===== src/rtl/dp_pkg.sv =====
package dp_pkg;

	////////////////////////////////////////
	// Widths.
	////////////////////////////////////////

	// Wishbone word address and data.
	localparam int WB_AW = 4;
	localparam int WB_DW = 32;
	// Samples per bit per SYSCLK.
	localparam int NIB_W = 4;
	// Two nibbles per training pattern.
	localparam int PAT_W = 8;
	// Refclk edge counter.
	localparam int CNT_W = 10;
	// Refclk select field.
	localparam int REFSEL_W = 4;
	// Bit select, bit number low, channel high.
	localparam int BSEL_BIT_W = 4;
	localparam int BSEL_CH_W = 3;
	localparam int BSEL_W = BSEL_BIT_W + BSEL_CH_W;

	typedef logic [WB_AW-1:0]    wb_addr_t;
	typedef logic [WB_DW-1:0]    wb_data_t;
	typedef logic [PAT_W-1:0]    pattern_t;
	typedef logic [CNT_W-1:0]    refcnt_t;
	typedef logic [BSEL_W-1:0]   bitsel_t;
	typedef logic [REFSEL_W-1:0] refsel_t;

	////////////////////////////////////////
	// Register map.
	////////////////////////////////////////

	localparam wb_addr_t ADDR_DPCTRL     = 4'd0;
	localparam wb_addr_t ADDR_DPTRAINING = 4'd1;
	localparam wb_addr_t ADDR_DPCOUNTER  = 4'd2;
	localparam wb_addr_t ADDR_DPCLKQ     = 4'd3;

	// DPCTRL fields.
	localparam int DPCTRL_PULSE_BIT = 0;
	localparam int DPCTRL_CONT_BIT  = 1;
	// DPTRAINING fields.
	localparam int DPTR_DIS_BIT = 31;
	localparam int DPTR_SEL_LSB = 16;
	localparam int DPTR_PAT_LSB = 0;
	// DPCOUNTER fields.
	localparam int DPCNT_SEL_LSB = 16;
	localparam int DPCNT_CNT_LSB = 0;

endpackage


===== src/rtl/dp_ctrl_if.sv =====
`timescale 1ns/1ns

// Training control down, selected pattern back.
interface dp_train_if import dp_pkg::*; ();
	// Level controls from the register block.
	logic     train_disable;
	bitsel_t  bit_select;
	// Pattern of the selected bit.
	pattern_t pattern;

	modport regs (
		output train_disable,
		output bit_select,
		input  pattern
	);

	modport capture (
		input  train_disable,
		input  bit_select,
		output pattern
	);
endinterface

// VCDL and refclk control down, count and levels back.
interface dp_vcdl_if import dp_pkg::*; #(
	parameter int NUM_REF = 2
) ();
	// Single-cycle strobes.
	logic               vcdl_pulse;
	logic               ref_select_wr;
	// Levels.
	logic               vcdl_enable;
	refsel_t            ref_select;
	// Status from the refclk monitor.
	refcnt_t            ref_count;
	logic [NUM_REF-1:0] ref_q;

	modport regs (
		output vcdl_pulse,
		output vcdl_enable,
		output ref_select,
		output ref_select_wr,
		input  ref_count,
		input  ref_q
	);

	modport clk (
		input  vcdl_pulse,
		input  vcdl_enable,
		input  ref_select,
		input  ref_select_wr,
		output ref_count,
		output ref_q
	);
endinterface


===== src/rtl/dp_regs.sv =====
`timescale 1ns/1ns

module dp_regs import dp_pkg::*; #(
	parameter int NUM_CH  = 2,
	parameter int NUM_BIT = 12,
	parameter int NUM_REF = 2
) (
	input  logic     SYSCLK,
	input  logic     arst_n_i,
	input  logic     wb_cyc_i,
	input  logic     wb_stb_i,
	input  logic     wb_we_i,
	input  wb_addr_t wb_adr_i,
	input  wb_data_t wb_dat_i,
	output wb_data_t wb_dat_o,
	output logic     wb_ack_o,
	dp_train_if.regs train,
	dp_vcdl_if.regs  vcdl
);

	// Channel and bit count must fit the 7-bit select.
	if (NUM_CH > (1 << BSEL_CH_W) || NUM_BIT > (1 << BSEL_BIT_W)) begin : g_bsel_chk
		$error("dp_regs: NUM_CH or NUM_BIT exceeds bit select range");
	end
	// Refclks must fit the select field and DPCLKQ.
	if (NUM_REF > (1 << REFSEL_W) || NUM_REF > WB_DW) begin : g_ref_chk
		$error("dp_regs: NUM_REF exceeds refclk select range");
	end

	logic     req;
	logic     acc;
	logic     wr_stb;
	logic     ack_q;
	wb_data_t rd_data;
	wb_data_t dat_q;
	logic     vcdl_pulse_q;
	logic     vcdl_enable_q;
	logic     train_disable_q;
	bitsel_t  bit_select_q;
	refsel_t  ref_select_q;
	logic     ref_select_wr_q;

	// Request seen, first cycle only.
	assign req = wb_cyc_i & wb_stb_i;
	assign acc = req & ~ack_q;
	assign wr_stb = acc & wb_we_i;

	////////////////////////////////////////
	// Read mux.
	////////////////////////////////////////

	always_comb begin
		rd_data = '0;
		case (wb_adr_i)
			ADDR_DPCTRL: begin
				// Pulse bit self-clears, reads zero.
				rd_data[DPCTRL_CONT_BIT] = vcdl_enable_q;
			end
			ADDR_DPTRAINING: begin
				rd_data[DPTR_DIS_BIT] = train_disable_q;
				rd_data[DPTR_SEL_LSB +: BSEL_W] = bit_select_q;
				rd_data[DPTR_PAT_LSB +: PAT_W] = train.pattern;
			end
			ADDR_DPCOUNTER: begin
				rd_data[DPCNT_SEL_LSB +: REFSEL_W] = ref_select_q;
				rd_data[DPCNT_CNT_LSB +: CNT_W] = vcdl.ref_count;
			end
			ADDR_DPCLKQ: begin
				rd_data[NUM_REF-1:0] = vcdl.ref_q;
			end
			default: begin
				// Unmapped.
				rd_data = '0;
			end
		endcase
	end

	////////////////////////////////////////
	// Ack, read data and control fields.
	////////////////////////////////////////

	always_ff @(posedge SYSCLK or negedge arst_n_i) begin
		if (!arst_n_i) begin
			ack_q           <= 1'b0;
			dat_q           <= '0;
			vcdl_pulse_q    <= 1'b0;
			vcdl_enable_q   <= 1'b0;
			train_disable_q <= 1'b0;
			bit_select_q    <= '0;
			ref_select_q    <= '0;
			ref_select_wr_q <= 1'b0;
		end else begin
			ack_q <= acc;
			// Strobes last one cycle.
			vcdl_pulse_q    <= 1'b0;
			ref_select_wr_q <= 1'b0;
			if (acc) begin
				dat_q <= rd_data;
			end
			if (wr_stb) begin
				case (wb_adr_i)
					ADDR_DPCTRL: begin
						vcdl_pulse_q  <= wb_dat_i[DPCTRL_PULSE_BIT];
						vcdl_enable_q <= wb_dat_i[DPCTRL_CONT_BIT];
					end
					ADDR_DPTRAINING: begin
						train_disable_q <= wb_dat_i[DPTR_DIS_BIT];
						bit_select_q    <= wb_dat_i[DPTR_SEL_LSB +: BSEL_W];
					end
					ADDR_DPCOUNTER: begin
						// Any write here restarts the count.
						ref_select_q    <= wb_dat_i[DPCNT_SEL_LSB +: REFSEL_W];
						ref_select_wr_q <= 1'b1;
					end
					default: begin
					end
				endcase
			end
		end
	end

	assign wb_ack_o = ack_q;
	assign wb_dat_o = dat_q;

	assign train.train_disable = train_disable_q;
	assign train.bit_select    = bit_select_q;
	assign vcdl.vcdl_pulse     = vcdl_pulse_q;
	assign vcdl.vcdl_enable    = vcdl_enable_q;
	assign vcdl.ref_select     = ref_select_q;
	assign vcdl.ref_select_wr  = ref_select_wr_q;

endmodule


===== src/rtl/dp_train_capture.sv =====
`timescale 1ns/1ns

module dp_train_capture import dp_pkg::*; #(
	parameter int NUM_CH  = 2,
	parameter int NUM_BIT = 12
) (
	input  logic                            SYSCLK,
	input  logic                            arst_n_i,
	input  logic [NUM_CH*NUM_BIT*NIB_W-1:0] ch_data_i,
	input  logic                            valid_i,
	input  logic                            sync_i,
	dp_train_if.capture                     train
);

	// One training latch per data bit.
	pattern_t              latch [NUM_CH][NUM_BIT];
	pattern_t              sel_pat;
	pattern_t              pattern_q;
	logic [BSEL_BIT_W-1:0] sel_bit;
	logic [BSEL_CH_W-1:0]  sel_ch;
	logic                  cap_en;

	// Capture only valid data with training on.
	assign cap_en = valid_i & ~train.train_disable;

	////////////////////////////////////////
	// Per-bit latches.
	////////////////////////////////////////

	for (genvar c = 0; c < NUM_CH; c++) begin : g_ch
		for (genvar b = 0; b < NUM_BIT; b++) begin : g_bit
			// Nibble position of this bit in the flat bus.
			localparam int LSB = (c * NUM_BIT + b) * NIB_W;

			always_ff @(posedge SYSCLK or negedge arst_n_i) begin
				if (!arst_n_i) begin
					latch[c][b] <= '0;
				end else if (cap_en) begin
					// Sync marks the first nibble of the pair.
					if (sync_i) begin
						latch[c][b][PAT_W-1 -: NIB_W] <= ch_data_i[LSB +: NIB_W];
					end else begin
						latch[c][b][NIB_W-1:0] <= ch_data_i[LSB +: NIB_W];
					end
				end
			end
		end
	end

	////////////////////////////////////////
	// Selected pattern.
	////////////////////////////////////////

	assign sel_bit = train.bit_select[BSEL_BIT_W-1:0];
	assign sel_ch  = train.bit_select[BSEL_W-1 -: BSEL_CH_W];

	// Out-of-range channel or bit gives zero.
	always_comb begin
		sel_pat = '0;
		for (int c = 0; c < NUM_CH; c++) begin
			for (int b = 0; b < NUM_BIT; b++) begin
				if (sel_ch == c && sel_bit == b) begin
					sel_pat = latch[c][b];
				end
			end
		end
	end

	// Pattern freezes while training is off.
	always_ff @(posedge SYSCLK or negedge arst_n_i) begin
		if (!arst_n_i) begin
			pattern_q <= '0;
		end else if (!train.train_disable) begin
			pattern_q <= sel_pat;
		end
	end

	assign train.pattern = pattern_q;

endmodule


===== src/rtl/dp_vcdl_refclk.sv =====
`timescale 1ns/1ns

module dp_vcdl_refclk import dp_pkg::*; #(
	parameter int NUM_REF = 2
) (
	input  logic               SYSCLK,
	input  logic               arst_n_i,
	input  logic               sync_i,
	input  logic [NUM_REF-1:0] refclk_i,
	output logic               vcdl_o,
	dp_vcdl_if.clk             vcdl
);

	logic               pulse_mem;
	logic               vcdl_q;
	logic [NUM_REF-1:0] ref_meta;
	logic [NUM_REF-1:0] ref_sync;
	logic [NUM_REF-1:0] ref_prev;
	logic               sel_rise;
	refcnt_t            count_q;

	////////////////////////////////////////
	// VCDL strobe.
	////////////////////////////////////////

	always_ff @(posedge SYSCLK or negedge arst_n_i) begin
		if (!arst_n_i) begin
			pulse_mem <= 1'b0;
			vcdl_q    <= 1'b0;
		end else begin
			// Pending single pulse, a new request beats sync.
			if (vcdl.vcdl_pulse) begin
				pulse_mem <= 1'b1;
			end else if (sync_i) begin
				pulse_mem <= 1'b0;
			end
			// One cycle after sync.
			vcdl_q <= sync_i & (vcdl.vcdl_enable | pulse_mem);
		end
	end

	assign vcdl_o = vcdl_q;

	////////////////////////////////////////
	// Refclk monitor.
	////////////////////////////////////////

	// Rising edge of the selected synchronized refclk.
	always_comb begin
		sel_rise = 1'b0;
		for (int i = 0; i < NUM_REF; i++) begin
			if (vcdl.ref_select == i) begin
				sel_rise = ref_sync[i] & ~ref_prev[i];
			end
		end
	end

	always_ff @(posedge SYSCLK or negedge arst_n_i) begin
		if (!arst_n_i) begin
			ref_meta <= '0;
			ref_sync <= '0;
			ref_prev <= '0;
			count_q  <= '0;
		end else begin
			// Two-flop synchronizer, then one more stage for edge detect.
			ref_meta <= refclk_i;
			ref_sync <= ref_meta;
			ref_prev <= ref_sync;
			if (vcdl.ref_select_wr) begin
				count_q <= '0;
			end else if (sel_rise && count_q != '1) begin
				// Saturates at full scale.
				count_q <= count_q + 1'b1;
			end
		end
	end

	assign vcdl.ref_count = count_q;
	assign vcdl.ref_q     = ref_sync;

endmodule


===== src/rtl/dp_top.sv =====
`timescale 1ns/1ns

module dp_top import dp_pkg::*; #(
	parameter int NUM_CH  = 2,
	parameter int NUM_BIT = 12,
	parameter int NUM_REF = 2
) (
	input  logic                            SYSCLK,
	input  logic                            arst_n_i,
	// Wishbone classic slave.
	input  logic                            wb_cyc_i,
	input  logic                            wb_stb_i,
	input  logic                            wb_we_i,
	input  wb_addr_t                        wb_adr_i,
	input  wb_data_t                        wb_dat_i,
	output wb_data_t                        wb_dat_o,
	output logic                            wb_ack_o,
	// Deserialized data and framing.
	input  logic [NUM_CH*NUM_BIT*NIB_W-1:0] ch_data_i,
	input  logic                            valid_i,
	input  logic                            sync_i,
	// Reference clocks.
	input  logic [NUM_REF-1:0]              refclk_i,
	output logic                            vcdl_o,
	output logic                            train_on_o
);

	dp_train_if train_if ();
	dp_vcdl_if #(.NUM_REF(NUM_REF)) vcdl_if ();

	// Register block, status from both side blocks.
	dp_regs #(
		.NUM_CH  (NUM_CH),
		.NUM_BIT (NUM_BIT),
		.NUM_REF (NUM_REF)
	) u_regs (
		.SYSCLK   (SYSCLK),
		.arst_n_i (arst_n_i),
		.wb_cyc_i (wb_cyc_i),
		.wb_stb_i (wb_stb_i),
		.wb_we_i  (wb_we_i),
		.wb_adr_i (wb_adr_i),
		.wb_dat_i (wb_dat_i),
		.wb_dat_o (wb_dat_o),
		.wb_ack_o (wb_ack_o),
		.train    (train_if.regs),
		.vcdl     (vcdl_if.regs)
	);

	// Training capture.
	dp_train_capture #(
		.NUM_CH  (NUM_CH),
		.NUM_BIT (NUM_BIT)
	) u_train (
		.SYSCLK    (SYSCLK),
		.arst_n_i  (arst_n_i),
		.ch_data_i (ch_data_i),
		.valid_i   (valid_i),
		.sync_i    (sync_i),
		.train     (train_if.capture)
	);

	// VCDL strobe and refclk monitor.
	dp_vcdl_refclk #(
		.NUM_REF (NUM_REF)
	) u_vcdl (
		.SYSCLK   (SYSCLK),
		.arst_n_i (arst_n_i),
		.sync_i   (sync_i),
		.refclk_i (refclk_i),
		.vcdl_o   (vcdl_o),
		.vcdl     (vcdl_if.clk)
	);

	// High while training is disabled.
	assign train_on_o = train_if.train_disable;

endmodule


===== config.mk =====
export PLATFORM = sky130hd
export DESIGN_NAME = dp_top
export DESIGN_NICKNAME = d
export VERILOG_FILES = /design/src/rtl/dp_pkg.sv /design/src/rtl/dp_ctrl_if.sv /design/src/rtl/dp_regs.sv /design/src/rtl/dp_train_capture.sv /design/src/rtl/dp_vcdl_refclk.sv /design/src/rtl/dp_top.sv
export SDC_FILE = /design/constraint.sdc
export NUM_CORES = 1
export LEC_CHECK = 0
export BUFFER_PORTS_ARGS = -buffer_cell sky130_fd_sc_hd__buf_2
export CAP_MARGIN = 10
export CELL_PAD_IN_SITES_DETAIL_PLACEMENT = 0
export CELL_PAD_IN_SITES_GLOBAL_PLACEMENT = 1
export CORE_MARGIN = 3
export CORE_UTILIZATION = 46
export DETAILED_ROUTE_END_ITERATION = 6
export GPL_ROUTABILITY_DRIVEN = 0
export MAX_ROUTING_LAYER = met4
export PLACE_DENSITY = 0.79
export SLEW_MARGIN = 20
export SYNTH_ARGS = -nofsm -noshare
export SYNTH_HDL_FRONTEND = slang
export SYNTH_SLANG_ARGS = --single-unit

===== constraint.sdc =====
create_clock -name SYSCLK -period 2.4 [get_ports SYSCLK]
set_clock_uncertainty 0.1 [all_clocks]
set_input_delay 0.12 -clock SYSCLK [delete_from_list [all_inputs] [get_ports SYSCLK]]
set_output_delay 0.12 -clock SYSCLK [all_outputs]
set_load 0.1 [all_outputs]

== After elaboration in Yosys (flattened, before gate mapping) ==
Cells that the tools add are included.

* Add/subtract/negate cells: 1
* Multiply operators: 0
* Div/mod/pow operators: 0
* Magnitude comparators: 0
* Eq/ne operators: 17
* Shift-type cells: 0
* Muxes and demuxes: 41
* Bitwise logic cells: 13
* Reduce and logical (&&, ||, !) cells: 36

{| class="wikitable"
|+ Operators with widths
! kind !! count
|-
| 8-bit two-way mux || 24
|-
| 1-bit logical AND || 25
|-
| 10-bit two-way mux || 2
|-
| 4-bit by 2-bit equality test with 1-bit output (second input constant) || 4
|-
| 4-bit by 3-bit equality test with 1-bit output (second input constant) || 4
|-
| 4-bit equality test (second input constant) || 4
|-
| 4-bit by 1-bit equality test with 1-bit output (second input constant) || 3
|-
| 4-bit logical NOT || 3
|-
| 6-bit case mux with 2 select lines || 1
|-
| 10-bit by 1-bit adder with 10-bit output (second input constant) || 1
|-
| 10-bit != test (second input constant) || 1
|-
| 2-bit AND reduction || 5
|-
| 1-bit two-way mux || 9
|-
| 4-bit case mux with 2 select lines || 1
|-
| 1-bit AND || 7
|-
| 1-bit inverter || 5
|-
| 1-bit case mux with 4 select lines || 1
|-
| 2-bit nonzero test || 2
|-
| 3-bit by 1-bit equality test with 1-bit output (second input constant) || 1
|-
| 3-bit logical NOT || 1
|-
| 3-bit two-way mux || 1
|-
| 1-bit case mux with 3 select lines || 1
|-
| 2-bit two-way mux || 1
|-
| 1-bit bitwise OR || 1
|}

* Register bits: 252
* Latch bits: 0
* Bits in writable memories: 0
* Memory bits (read-only): 0
* Input port bits: 141
* Memories: 0

== Depth between registers and ports, before layout ==
Gate-level depths: netlist (run 1).

* Depth in word-level cells: 26
* Gate-level depth with buffers: 9
* Depth with buffers taken out: 6

== By module ==
From an unflattened synthesis (run 1), not the netlist that was laid out.

* Cell total of the unflattened synthesis: 951
* Area total of the unflattened synthesis: 12066.6 µm²

{| class="wikitable"
|+ By module, submodules not included
! module !! instances !! cells an instance !! area each (µm²) !! seq. area each (µm²)
|-
| dp_train_capture || 1 || 754 || 9711.8 || 5004.8
|-
| dp_regs || 1 || 123 || 1520.2 || 850.8
|-
| dp_vcdl_refclk || 1 || 74 || 834.6 || 450.4
|}

== Worst setup path after synthesis (run 1) ==
No wires, ideal clock.

* Path kind: register to register
* Start point: register u_regs.train_disable_q, in the netlist u_regs.train.train_disable
* End point: register u_train.latch[103] in the netlist's numbering
* Library setup time: 125 ps
* Arrival time: 2396 ps
* Setup slack: -220 ps
* Cell stages (with the launch flop): 7
* Path through: dfrtp_1 buf_2 inv_1 nand3_1 clkbuf_1 buf_2 mux2_2

* Cells in the longest elaborated chain, start to end: 3

{| class="wikitable"
|+ Ends and longest elaborated chain
! element !! line !! RTL
|-
| start: declaration || dp_regs.sv:38 || <nowiki>logic train_disable_q;</nowiki>
|-
| start signal: assignment || dp_regs.sv:107 || <nowiki>train_disable_q <= wb_dat_i[DPTR_DIS_BIT];</nowiki>
|-
| 1-bit inverter || dp_train_capture.sv:24 || <nowiki>assign cap_en = valid_i & ~train.train_disable;</nowiki>
|-
| 1-bit AND || dp_train_capture.sv:24 ||
|-
| 2-bit AND reduction (no source line) || -- ||
|-
| end signal: indexed assignment || dp_train_capture.sv:41 || <nowiki>latch[c][b][PAT_W-1 -: NIB_W] <= ch_data_i[LSB +: NIB_W];</nowiki>
|-
| end signal: indexed assignment || dp_train_capture.sv:43 || <nowiki>latch[c][b][NIB_W-1:0] <= ch_data_i[LSB +: NIB_W];</nowiki>
|-
| end: declaration || dp_train_capture.sv:16 || <nowiki>pattern_t latch [NUM_CH][NUM_BIT];</nowiki>
|}

No other way between the ends.
A chain may end at the register's enable or synchronous reset.

== Final worst setup path (run 1) ==
* Start point: register u_regs.bit_select_q[5], in the netlist u_regs.train.bit_select[5]
* End point: register u_train.pattern_q[5], in the netlist u_train.train.pattern[5]

* Cells in the longest elaborated chain, start to end: 26
* Elaborated cells on any way between the ends: 50
* Those cells by class: eq/ne: 1; mux: 24; reduce/logical: 25

{| class="wikitable"
|+ Ends and longest elaborated chain
! element !! line !! RTL
|-
| start: declaration || dp_regs.sv:39 || <nowiki>bitsel_t bit_select_q;</nowiki>
|-
| start signal: assignment || dp_regs.sv:108 || <nowiki>bit_select_q <= wb_dat_i[DPTR_SEL_LSB +: BSEL_W];</nowiki>
|-
| 3-bit logical NOT || dp_train_capture.sv:62 || <nowiki>if (sel_ch == c && sel_bit == b) begin</nowiki>
|-
| 1-bit logical AND || dp_train_capture.sv:62 ||
|-
| 8-bit two-way mux (23 in a row) || dp_train_capture.sv:62 ||
|-
| 8-bit two-way mux (*) || dp_train_capture.sv:62 ||
|-
| end signal: assignment || dp_train_capture.sv:74 || <nowiki>pattern_q <= sel_pat;</nowiki>
|-
| end: declaration || dp_train_capture.sv:18 || <nowiki>pattern_t pattern_q;</nowiki>
|}

Every way passes the cells marked *; elsewhere a longest branch is shown, timed or not.

==> metrics.md, run 1 <==
| Metric | Value |
|---|---|
| Outcome | complete, no violations |
| Achievable frequency | 435 MHz |
| Count of nets after finishing | 1367 |
| Syn Std Cell Area | 0.0118 sq mm |
| Die span in y | 166 um |
| Fill cells | 1972 |
| Critical path startpoint | u_regs.train.bit_select[5] |
| Iteration count of the initial detailed-routing pass | 5 |
| Worst skew pair latency | 0.53 ns |
| First-iteration detailed-routing DRC count | 649 |
| Headroom to the max-slew limit | 58.9% |
| CP Data Required Time | 2.69 ns |
| Minimum setup slack among reg-to-reg paths | 0.10 ns |
| Start-to-end type of the worst setup path | reg2reg |
| EDFF count, synth | 0 |
| Sequential element share of the synthesized area | 53.5% |
| Placeable core area | 0.0247 sq mm |
| Count of antenna-violating nets left after detailed routing | 0 |
| Remaining routing DRC violations | 0 |
| Fin crit period | 2.30 ns |
| Share of the clock period used by the worst path after layout | 95.8% |
| Cell Area, Placed | 0.0132 sq mm |
| Worst Setup End Kind | register |
| Most common cell after layout, fill and taps aside | sky130_fd_sc_hd__dfrtp_1 |
| Leading cell types by total area after synthesis | sky130_fd_sc_hd__dfrtp_1 54%, sky130_fd_sc_hd__mux2_2 21%, sky130_fd_sc_hd__mux4_2 2.7%, sky130_fd_sc_hd__mux2i_1 1.7%, sky130_fd_sc_hd__nor2_1 1.6% |
| Overall routing resource usage | 23.1% |
| Total via count after detailed routing | 8743 |
| Final Hold Viols | 0 |
| Detailed Place HPWL | 21.7 mm |
| Initial core utilization | 47.6% |
| DIE AREA | 0.0276 sq mm |
| Max Cap Viol | 0 |
| Via count of the first global-routing pass | 8942 |
| Measured slew at the worst slew-check pin | 0.616 ns |
| Startpoint of the worst-slack reg-to-reg timing path | u_regs.train.bit_select[5] |
| Setup violators final | 0 |
| Share of layout cells above drive strength 1 | 39.9% |
| Synthesized-area fraction occupied by ao, oa, aoi and oai cells | 9.46% |
| Library cell used as clock root buffer | sky130_fd_sc_hd__clkbuf_16 |
| Post-Synth Simple-Gate Area | 7.39% |
| Data arrival time of the critical path | 2.59 ns |
| Asr flop ratio synth | 100% |
| Xor and xnor fraction of the mapped netlist area | 0.595% |
| Count of buffers from port buffering | 139 |
| Finished Core Util | 61.4% |
| Final instance area | 0.0152 sq mm |
| Startpoint class of the critical path | register |
| Floorplan die width | 166 um |
| End of the critical path | u_train.train.pattern[5] |
| Aggregate negative setup slack | 0 ns |
| Total instance count after detailed placement | 1403 |
| Number of cells on the worst reg-to-reg path | 6 |
| Post-synthesis cell count | 941 |
| I/O pin total | 176 |
| Area grow syn2layout | 29.1% |
| N_diodes | 0 |
| Final worst slack | 0.101 ns |
| Maximum level of the CTS H-tree | 1 |
| Synthesized-area fraction occupied by adder cells | 0.106% |
| Flops & latches, synth | 252 |
| Most frequent cells in the layout | 248 x sky130_fd_sc_hd__dfrtp_1, 216 x sky130_fd_sc_hd__mux2_2, 138 x sky130_fd_sc_hd__buf_2 |
| Max VDD drop | 0.546 mV |
| Setup Slack @ Placement | 0.0633 ns |
| Total count of max-transition violations in the final report | 0 |
| Synth area leader | sky130_fd_sc_hd__dfrtp_1 |
| Worst r2r dst | u_train.train.pattern[5] |
| Finished Layout Cells | 1567 |
| Post-DR vias/cell | 5.58 |
| Portion of netlist area occupied by mux cells | 25.0% |
| Power Density | 1020 mW/mm^2 |
| Sinks on the clock net | 252 |
| Global-route wire length before repair | 50.3 mm |
| Yosys Warn Count | 0 |
| Combinational family with the most area after synthesis | multiplexers |
| Antenna violations before repair | 0 |
| Clock slew seen by the registers of the worst setup and hold paths | 0.06 ns |
| Routed Wire Length | 31.4 mm |
| Main flop type after synthesis | sky130_fd_sc_hd__dfrtp_1 |
| Largest net degree at the start of global routing | 97 |
| Average cell area after synthesis | 12.5 sq um |
| Count of cell types in the netlist | 69 |
| Leakage power | 6.83 nW |
| Global route overflow | 0 |
| Class of the worst hold path | in2reg |
| Routed WL per cell | 20.0 um |
| TritonCTS Buffers | 26 |
| Row Count | 57 |
| Share of Yosys cell area claimed by the top area cell type | 53.5% |
| Clock tree from TritonCTS | built |
| Clock buffer depth | 3 |
| Worst-path fanout max | 8 |
==> synth_stat cells (all sizes together), types with 3 or more instances <==
master / n
a2111oi: 4
a31oi: 7
dfrtp: 252
nor3: 18
nor4: 6
o221ai: 8
xnor2: 6
mux2i: 20
o22ai: 14
inv: 11
nand2: 43
clkbuf: 28
nor2b: 7
nor2: 51
and2: 7
nand3: 21
a221oi: 17
o31ai: 6
o211ai: 4
mux4: 14
nor3b: 3
a22o: 5
o21ai: 24
a22oi: 4
buf: 52
o32ai: 3
and3: 6
mux2: 216
a211oi: 8
or3: 6
a21oi: 35
==> per-stage QoR <==
stage	total power [mW]	hold slack, ns
after floorplan	9.73	-0.276
after global placement	11.1	0.0550
after detailed placement	11.3	0.0547
after CTS	15.5	0.00173
after global routing	16.2	0.0314
final	15.4	0.0145
==> critical path: stages (launching register included) <==
cell and delay (ns):
sky130_fd_sc_hd__dfrtp_1 0.50, sky130_fd_sc_hd__nor4_2 0.43, sky130_fd_sc_hd__nand3_2 0.22, sky130_fd_sc_hd__a211oi_1 0.33, sky130_fd_sc_hd__o2111ai_1 0.18, sky130_fd_sc_hd__a31oi_1 0.33, sky130_fd_sc_hd__nor3_1 0.08
==> logic make-up after synthesis <==
logic type	after synthesis
DFF	252
muxes	250
and+or+nand+nor	177
AOI/OAI and AO/OA	160
buffers and inverters	92
xor gates and xnor gates	8
adders and majority gates	1
other	1
==> timing repair <==
item	CTS	global route
setup buffers	0	3
hold endpoints to repair	396	0
hold buffers	115	0
resized for setup	0	5
setup endpoints to repair	0	6
==> flip-flops by register name, indices dropped and copies added (netlist names) <==
name	flops
u_regs.vcdl.vcdl_enable	1
u_vcdl.vcdl_o	1
u_regs.wb_dat_o	18
u_regs.train.bit_select	7
u_regs.vcdl.ref_select	4
u_regs.vcdl.ref_select_wr	1
u_vcdl.vcdl.ref_count	10
u_vcdl.vcdl.ref_q	2
u_train.train.pattern	8
u_vcdl.ref_prev	2
u_regs.vcdl.vcdl_pulse	1
u_regs.train.train_disable	1
u_regs.wb_ack_o	1
u_train.latch	192
u_vcdl.ref_meta	2
u_vcdl.pulse_mem	1
==> cell type report <==
type                            instances  area (sq um)  share of cell area, %
Sequential cell                       252          6310                   41.5
Clock inverter                          5          75.1                  0.494
Tap cell                              324           405                   2.67
Timing Repair Buffer                  323          2470                   16.3
Inverter                               12          45.0                  0.296
Multi-Input combinational cell        610          5110                   33.6
Clock buffer                           41           778                   5.12
==> how the worst min path moves through the flow <==
stage,from,endpoint,slack (ns),depth (start not counted)
floorplan,arst_n_i,u_regs.train.bit_select[0],-0.28,0
global placement,arst_n_i,u_regs.wb_dat_o[0],0.06,1
detailed placement,arst_n_i,u_regs.wb_dat_o[0],0.05,1
CTS,wb_adr_i[0],u_regs.wb_dat_o[1],0.002,3
global route,wb_adr_i[0],u_regs.wb_dat_o[1],0.03,3
finish,wb_adr_i[0],u_regs.wb_dat_o[1],0.01,3
==> routing by layer <==
layer | vias to the layer above | track usage (%) | part of all wire (%)
met5 | - | - | 0
met2 | 257 | 37.0 | 48
li1 | 4021 | - | -
met4 | 0 | 3.94 | 1.6
met1 | 4431 | 32.9 | 45
met3 | 34 | 2.62 | 4.9
==> report_power, final <==
group | internal (mW) | total [mW] | switching, mW
logic | 2.38 | 4.52 | 2.13
registers | 5.83 | 6.90 | 1.07
clock network | 2.42 | 4.02 | 1.60
Power figures use the tool's default switching activity.
==> inputs of run 2 (changes only) <==
--- a/config.mk
+++ b/config.mk
@@ -15,6 +15,7 @@
 export GPL_ROUTABILITY_DRIVEN = 0
 export MAX_ROUTING_LAYER = met4
 export PLACE_DENSITY = 0.79
+export REMOVE_ABC_BUFFERS = 1
 export SLEW_MARGIN = 20
 export SYNTH_ARGS = -nofsm -noshare
 export SYNTH_HDL_FRONTEND = slang
==> run 2 against run 1 <==
Die area unchanged. Critical path depth is 1 higher. Worst hold slack improved by 0.035 ns. Via count grew 1.6%. Sequential power is essentially flat. Maximum frequency is 2.2% higher. Register-to-register slack improved by 0.05 ns. Power grew 2.2%. Non-clock buffer count increased by 6. Worst setup slack improved by 0.049 ns.
==> metrics.md, run 2 (synthesis gave the netlist of run 1 again) <==
| Metric | Value |
|---|---|
| Iteration count of the initial detailed-routing pass | 5 |
| Total via count after detailed routing | 8885 |
| DIE AREA | 0.0276 sq mm |
| Max VDD drop | 0.737 mV |
| Largest net degree at the start of global routing | 84 |
| Final worst slack | 0.150 ns |
| Maximum level of the CTS H-tree | 1 |
| Global-route wire length before repair | 51.3 mm |
| Most common cell after layout, fill and taps aside | sky130_fd_sc_hd__dfrtp_1 |
| Finished Layout Cells | 1578 |
| Data arrival time of the critical path | 2.62 ns |
| Sinks on the clock net | 252 |
| Initial core utilization | 47.6% |
| N_diodes | 0 |
| Hold path start | wb_adr_i[3] |
| Count of buffers from port buffering | 139 |
| Detailed Place HPWL | 21.8 mm |
| Finished Core Util | 62.1% |
| Total count of max-transition violations in the final report | 0 |
| Remaining routing DRC violations | 0 |
| Leakage power | 6.91 nW |
| Placeable core area | 0.0247 sq mm |
| Fill cells | 1922 |
| Most frequent cells in the layout | 250 x sky130_fd_sc_hd__dfrtp_1, 216 x sky130_fd_sc_hd__mux2_2, 138 x sky130_fd_sc_hd__buf_2 |
| Clock tree from TritonCTS | built |
| Count of antenna-violating nets left after detailed routing | 0 |
| Worst Setup End Kind | register |
| Aggregate negative setup slack | 0 ns |
| Area used by multi-input combinational logic | 0.00510 sq mm |
| Max Cap Viol | 0 |
| Setup violators final | 0 |
| Share of layout cells above drive strength 1 | 40.2% |
| Row Count | 57 |
| Measured slew at the worst slew-check pin | 0.680 ns |
| Via count of the first global-routing pass | 9150 |
| Worst skew pair latency | 0.55 ns |
| Post-DR vias/cell | 5.63 |
| Smallest hold slack | 0.0495 ns |
| Class of the worst hold path | in2reg |
| Clock buffer depth | 3 |
| Worst-path fanout max | 23 |
| Clock slew seen by the registers of the worst setup and hold paths | 0.06 ns |
| Number of cells on the worst reg-to-reg path | 7 |
| Hold-critical path depth | 5 |
| Overall routing resource usage | 23.7% |
| Routed Wire Length | 32.4 mm |
| Outcome | complete, no violations |
| Setup Slack @ Placement | 0.0826 ns |
| Final Hold Viols | 0 |
| Flip-flop count of the largest register, all copies and words added | 192 |
| Library cell used as clock root buffer | sky130_fd_sc_hd__clkbuf_16 |
| First-iteration detailed-routing DRC count | 647 |
| Die span in y | 166 um |
| Floorplan die width | 166 um |
| Count of nets after finishing | 1375 |
| Startpoint class of the critical path | register |
| TritonCTS Buffers | 28 |
| Antenna violations before repair | 0 |
| Start-to-end type of the worst setup path | reg2reg |
| Register with the highest flop count | u_train.latch |
| Area taken by flip-flops and latches | 0.00631 sq mm |
| Headroom to the max-slew limit | 54.7% |
| Fin crit period | 2.25 ns |
| Power Density | 1030 mW/mm^2 |
| Minimum setup slack among reg-to-reg paths | 0.15 ns |
| Share of the clock period used by the worst path after layout | 93.8% |
| Startpoint of the worst-slack reg-to-reg timing path | u_regs.train.bit_select[1] |
| Terminating pin of the worst hold path | u_regs.wb_dat_o[20] |
| Routed WL per cell | 20.5 um |
| Global route overflow | 0 |
| Area grow syn2layout | 30.5% |
| I/O pin total | 176 |
| Achievable frequency | 444 MHz |
| Total instance count after detailed placement | 1406 |
| CP Data Required Time | 2.77 ns |
| Worst r2r dst | u_train.train.pattern[3] |
==> run 2: cell count changes in the layout (fill, tap and decap cells not counted), sizes merged <==
cell,before,now
buf,208,211
clkinv,4,7
clkinvlp,0,3
dlygate4sd3,115,117
==> run 2: timing repair <==
action                     4_1_cts  5_1_grt
hold endpoints to repair       402        0
setup buffers                    0        4
hold buffers                   117        0
resized for setup                0        1
setup endpoints to repair        0        5
==> run 2: report_power, final <==
group	internal, mW	leakage, nW	switching, mW
Sequential	5.83	3.08	1.07
Combinational	2.44	3.37	2.16
Clock	2.55	0.451	1.73
==> run 2: area by class of cell <==
cell class | count | area share [%]
inverters | 12 | 0.293
repair buffers | 329 | 16.8
multi-input cells | 610 | 33.2
clock inverters | 11 | 0.830
flip-flops and latches | 252 | 41.1
clock buffers | 40 | 5.24
well taps | 324 | 2.64
==> run 2: metal layers <==
layer / part of all wire [%] / up-vias / global-route usage (%) / wire length (um)
li1: - / 4047 / - / -
met1: 44 / 4495 / 32.9 / 14400
met2: 48 / 295 / 37.8 / 15700
met3: 5.1 / 48 / 3.26 / 1670
met4: 2.0 / 0 / 4.99 / 631
met5: 0 / - / - / 0
==> run 2: per-stage QoR <==
stage	total power, mW	instance area [sq um]
finish	15.8	15400
global route	16.6	15400
CTS	15.8	15300
detailed placement	11.3	13200
global placement	11.1	13200
floorplan	9.67	11400
==> run 2: worst max-delay path, cell delays in order, from the launching register on <==
cell	delay [ns]
sky130_fd_sc_hd__dfrtp_2	0.67
sky130_fd_sc_hd__buf_4	0.27
sky130_fd_sc_hd__nor2_1	0.09
sky130_fd_sc_hd__nor2_1	0.09
sky130_fd_sc_hd__o32ai_1	0.13
sky130_fd_sc_hd__a311o_1	0.35
sky130_fd_sc_hd__a2111oi_2	0.30
sky130_fd_sc_hd__o21a_1	0.18
==> run 2: worst max path at each step <==
| stage | from | to | cells after the start |
|---|---|---|---|
| after detailed placement | u_regs.train.bit_select[0] | u_train.train.pattern[2] | 6 |
| after CTS | u_regs.train.bit_select[0] | u_train.train.pattern[0] | 5 |
| after floorplan | u_regs.train.train_disable | u_train.latch[100] | 3 |
| after global placement | u_regs.train.bit_select[0] | u_train.train.pattern[3] | 5 |
| final | u_regs.train.bit_select[1] | u_train.train.pattern[3] | 7 |
| after global routing | u_regs.train.bit_select[1] | u_train.train.pattern[3] | 7 |
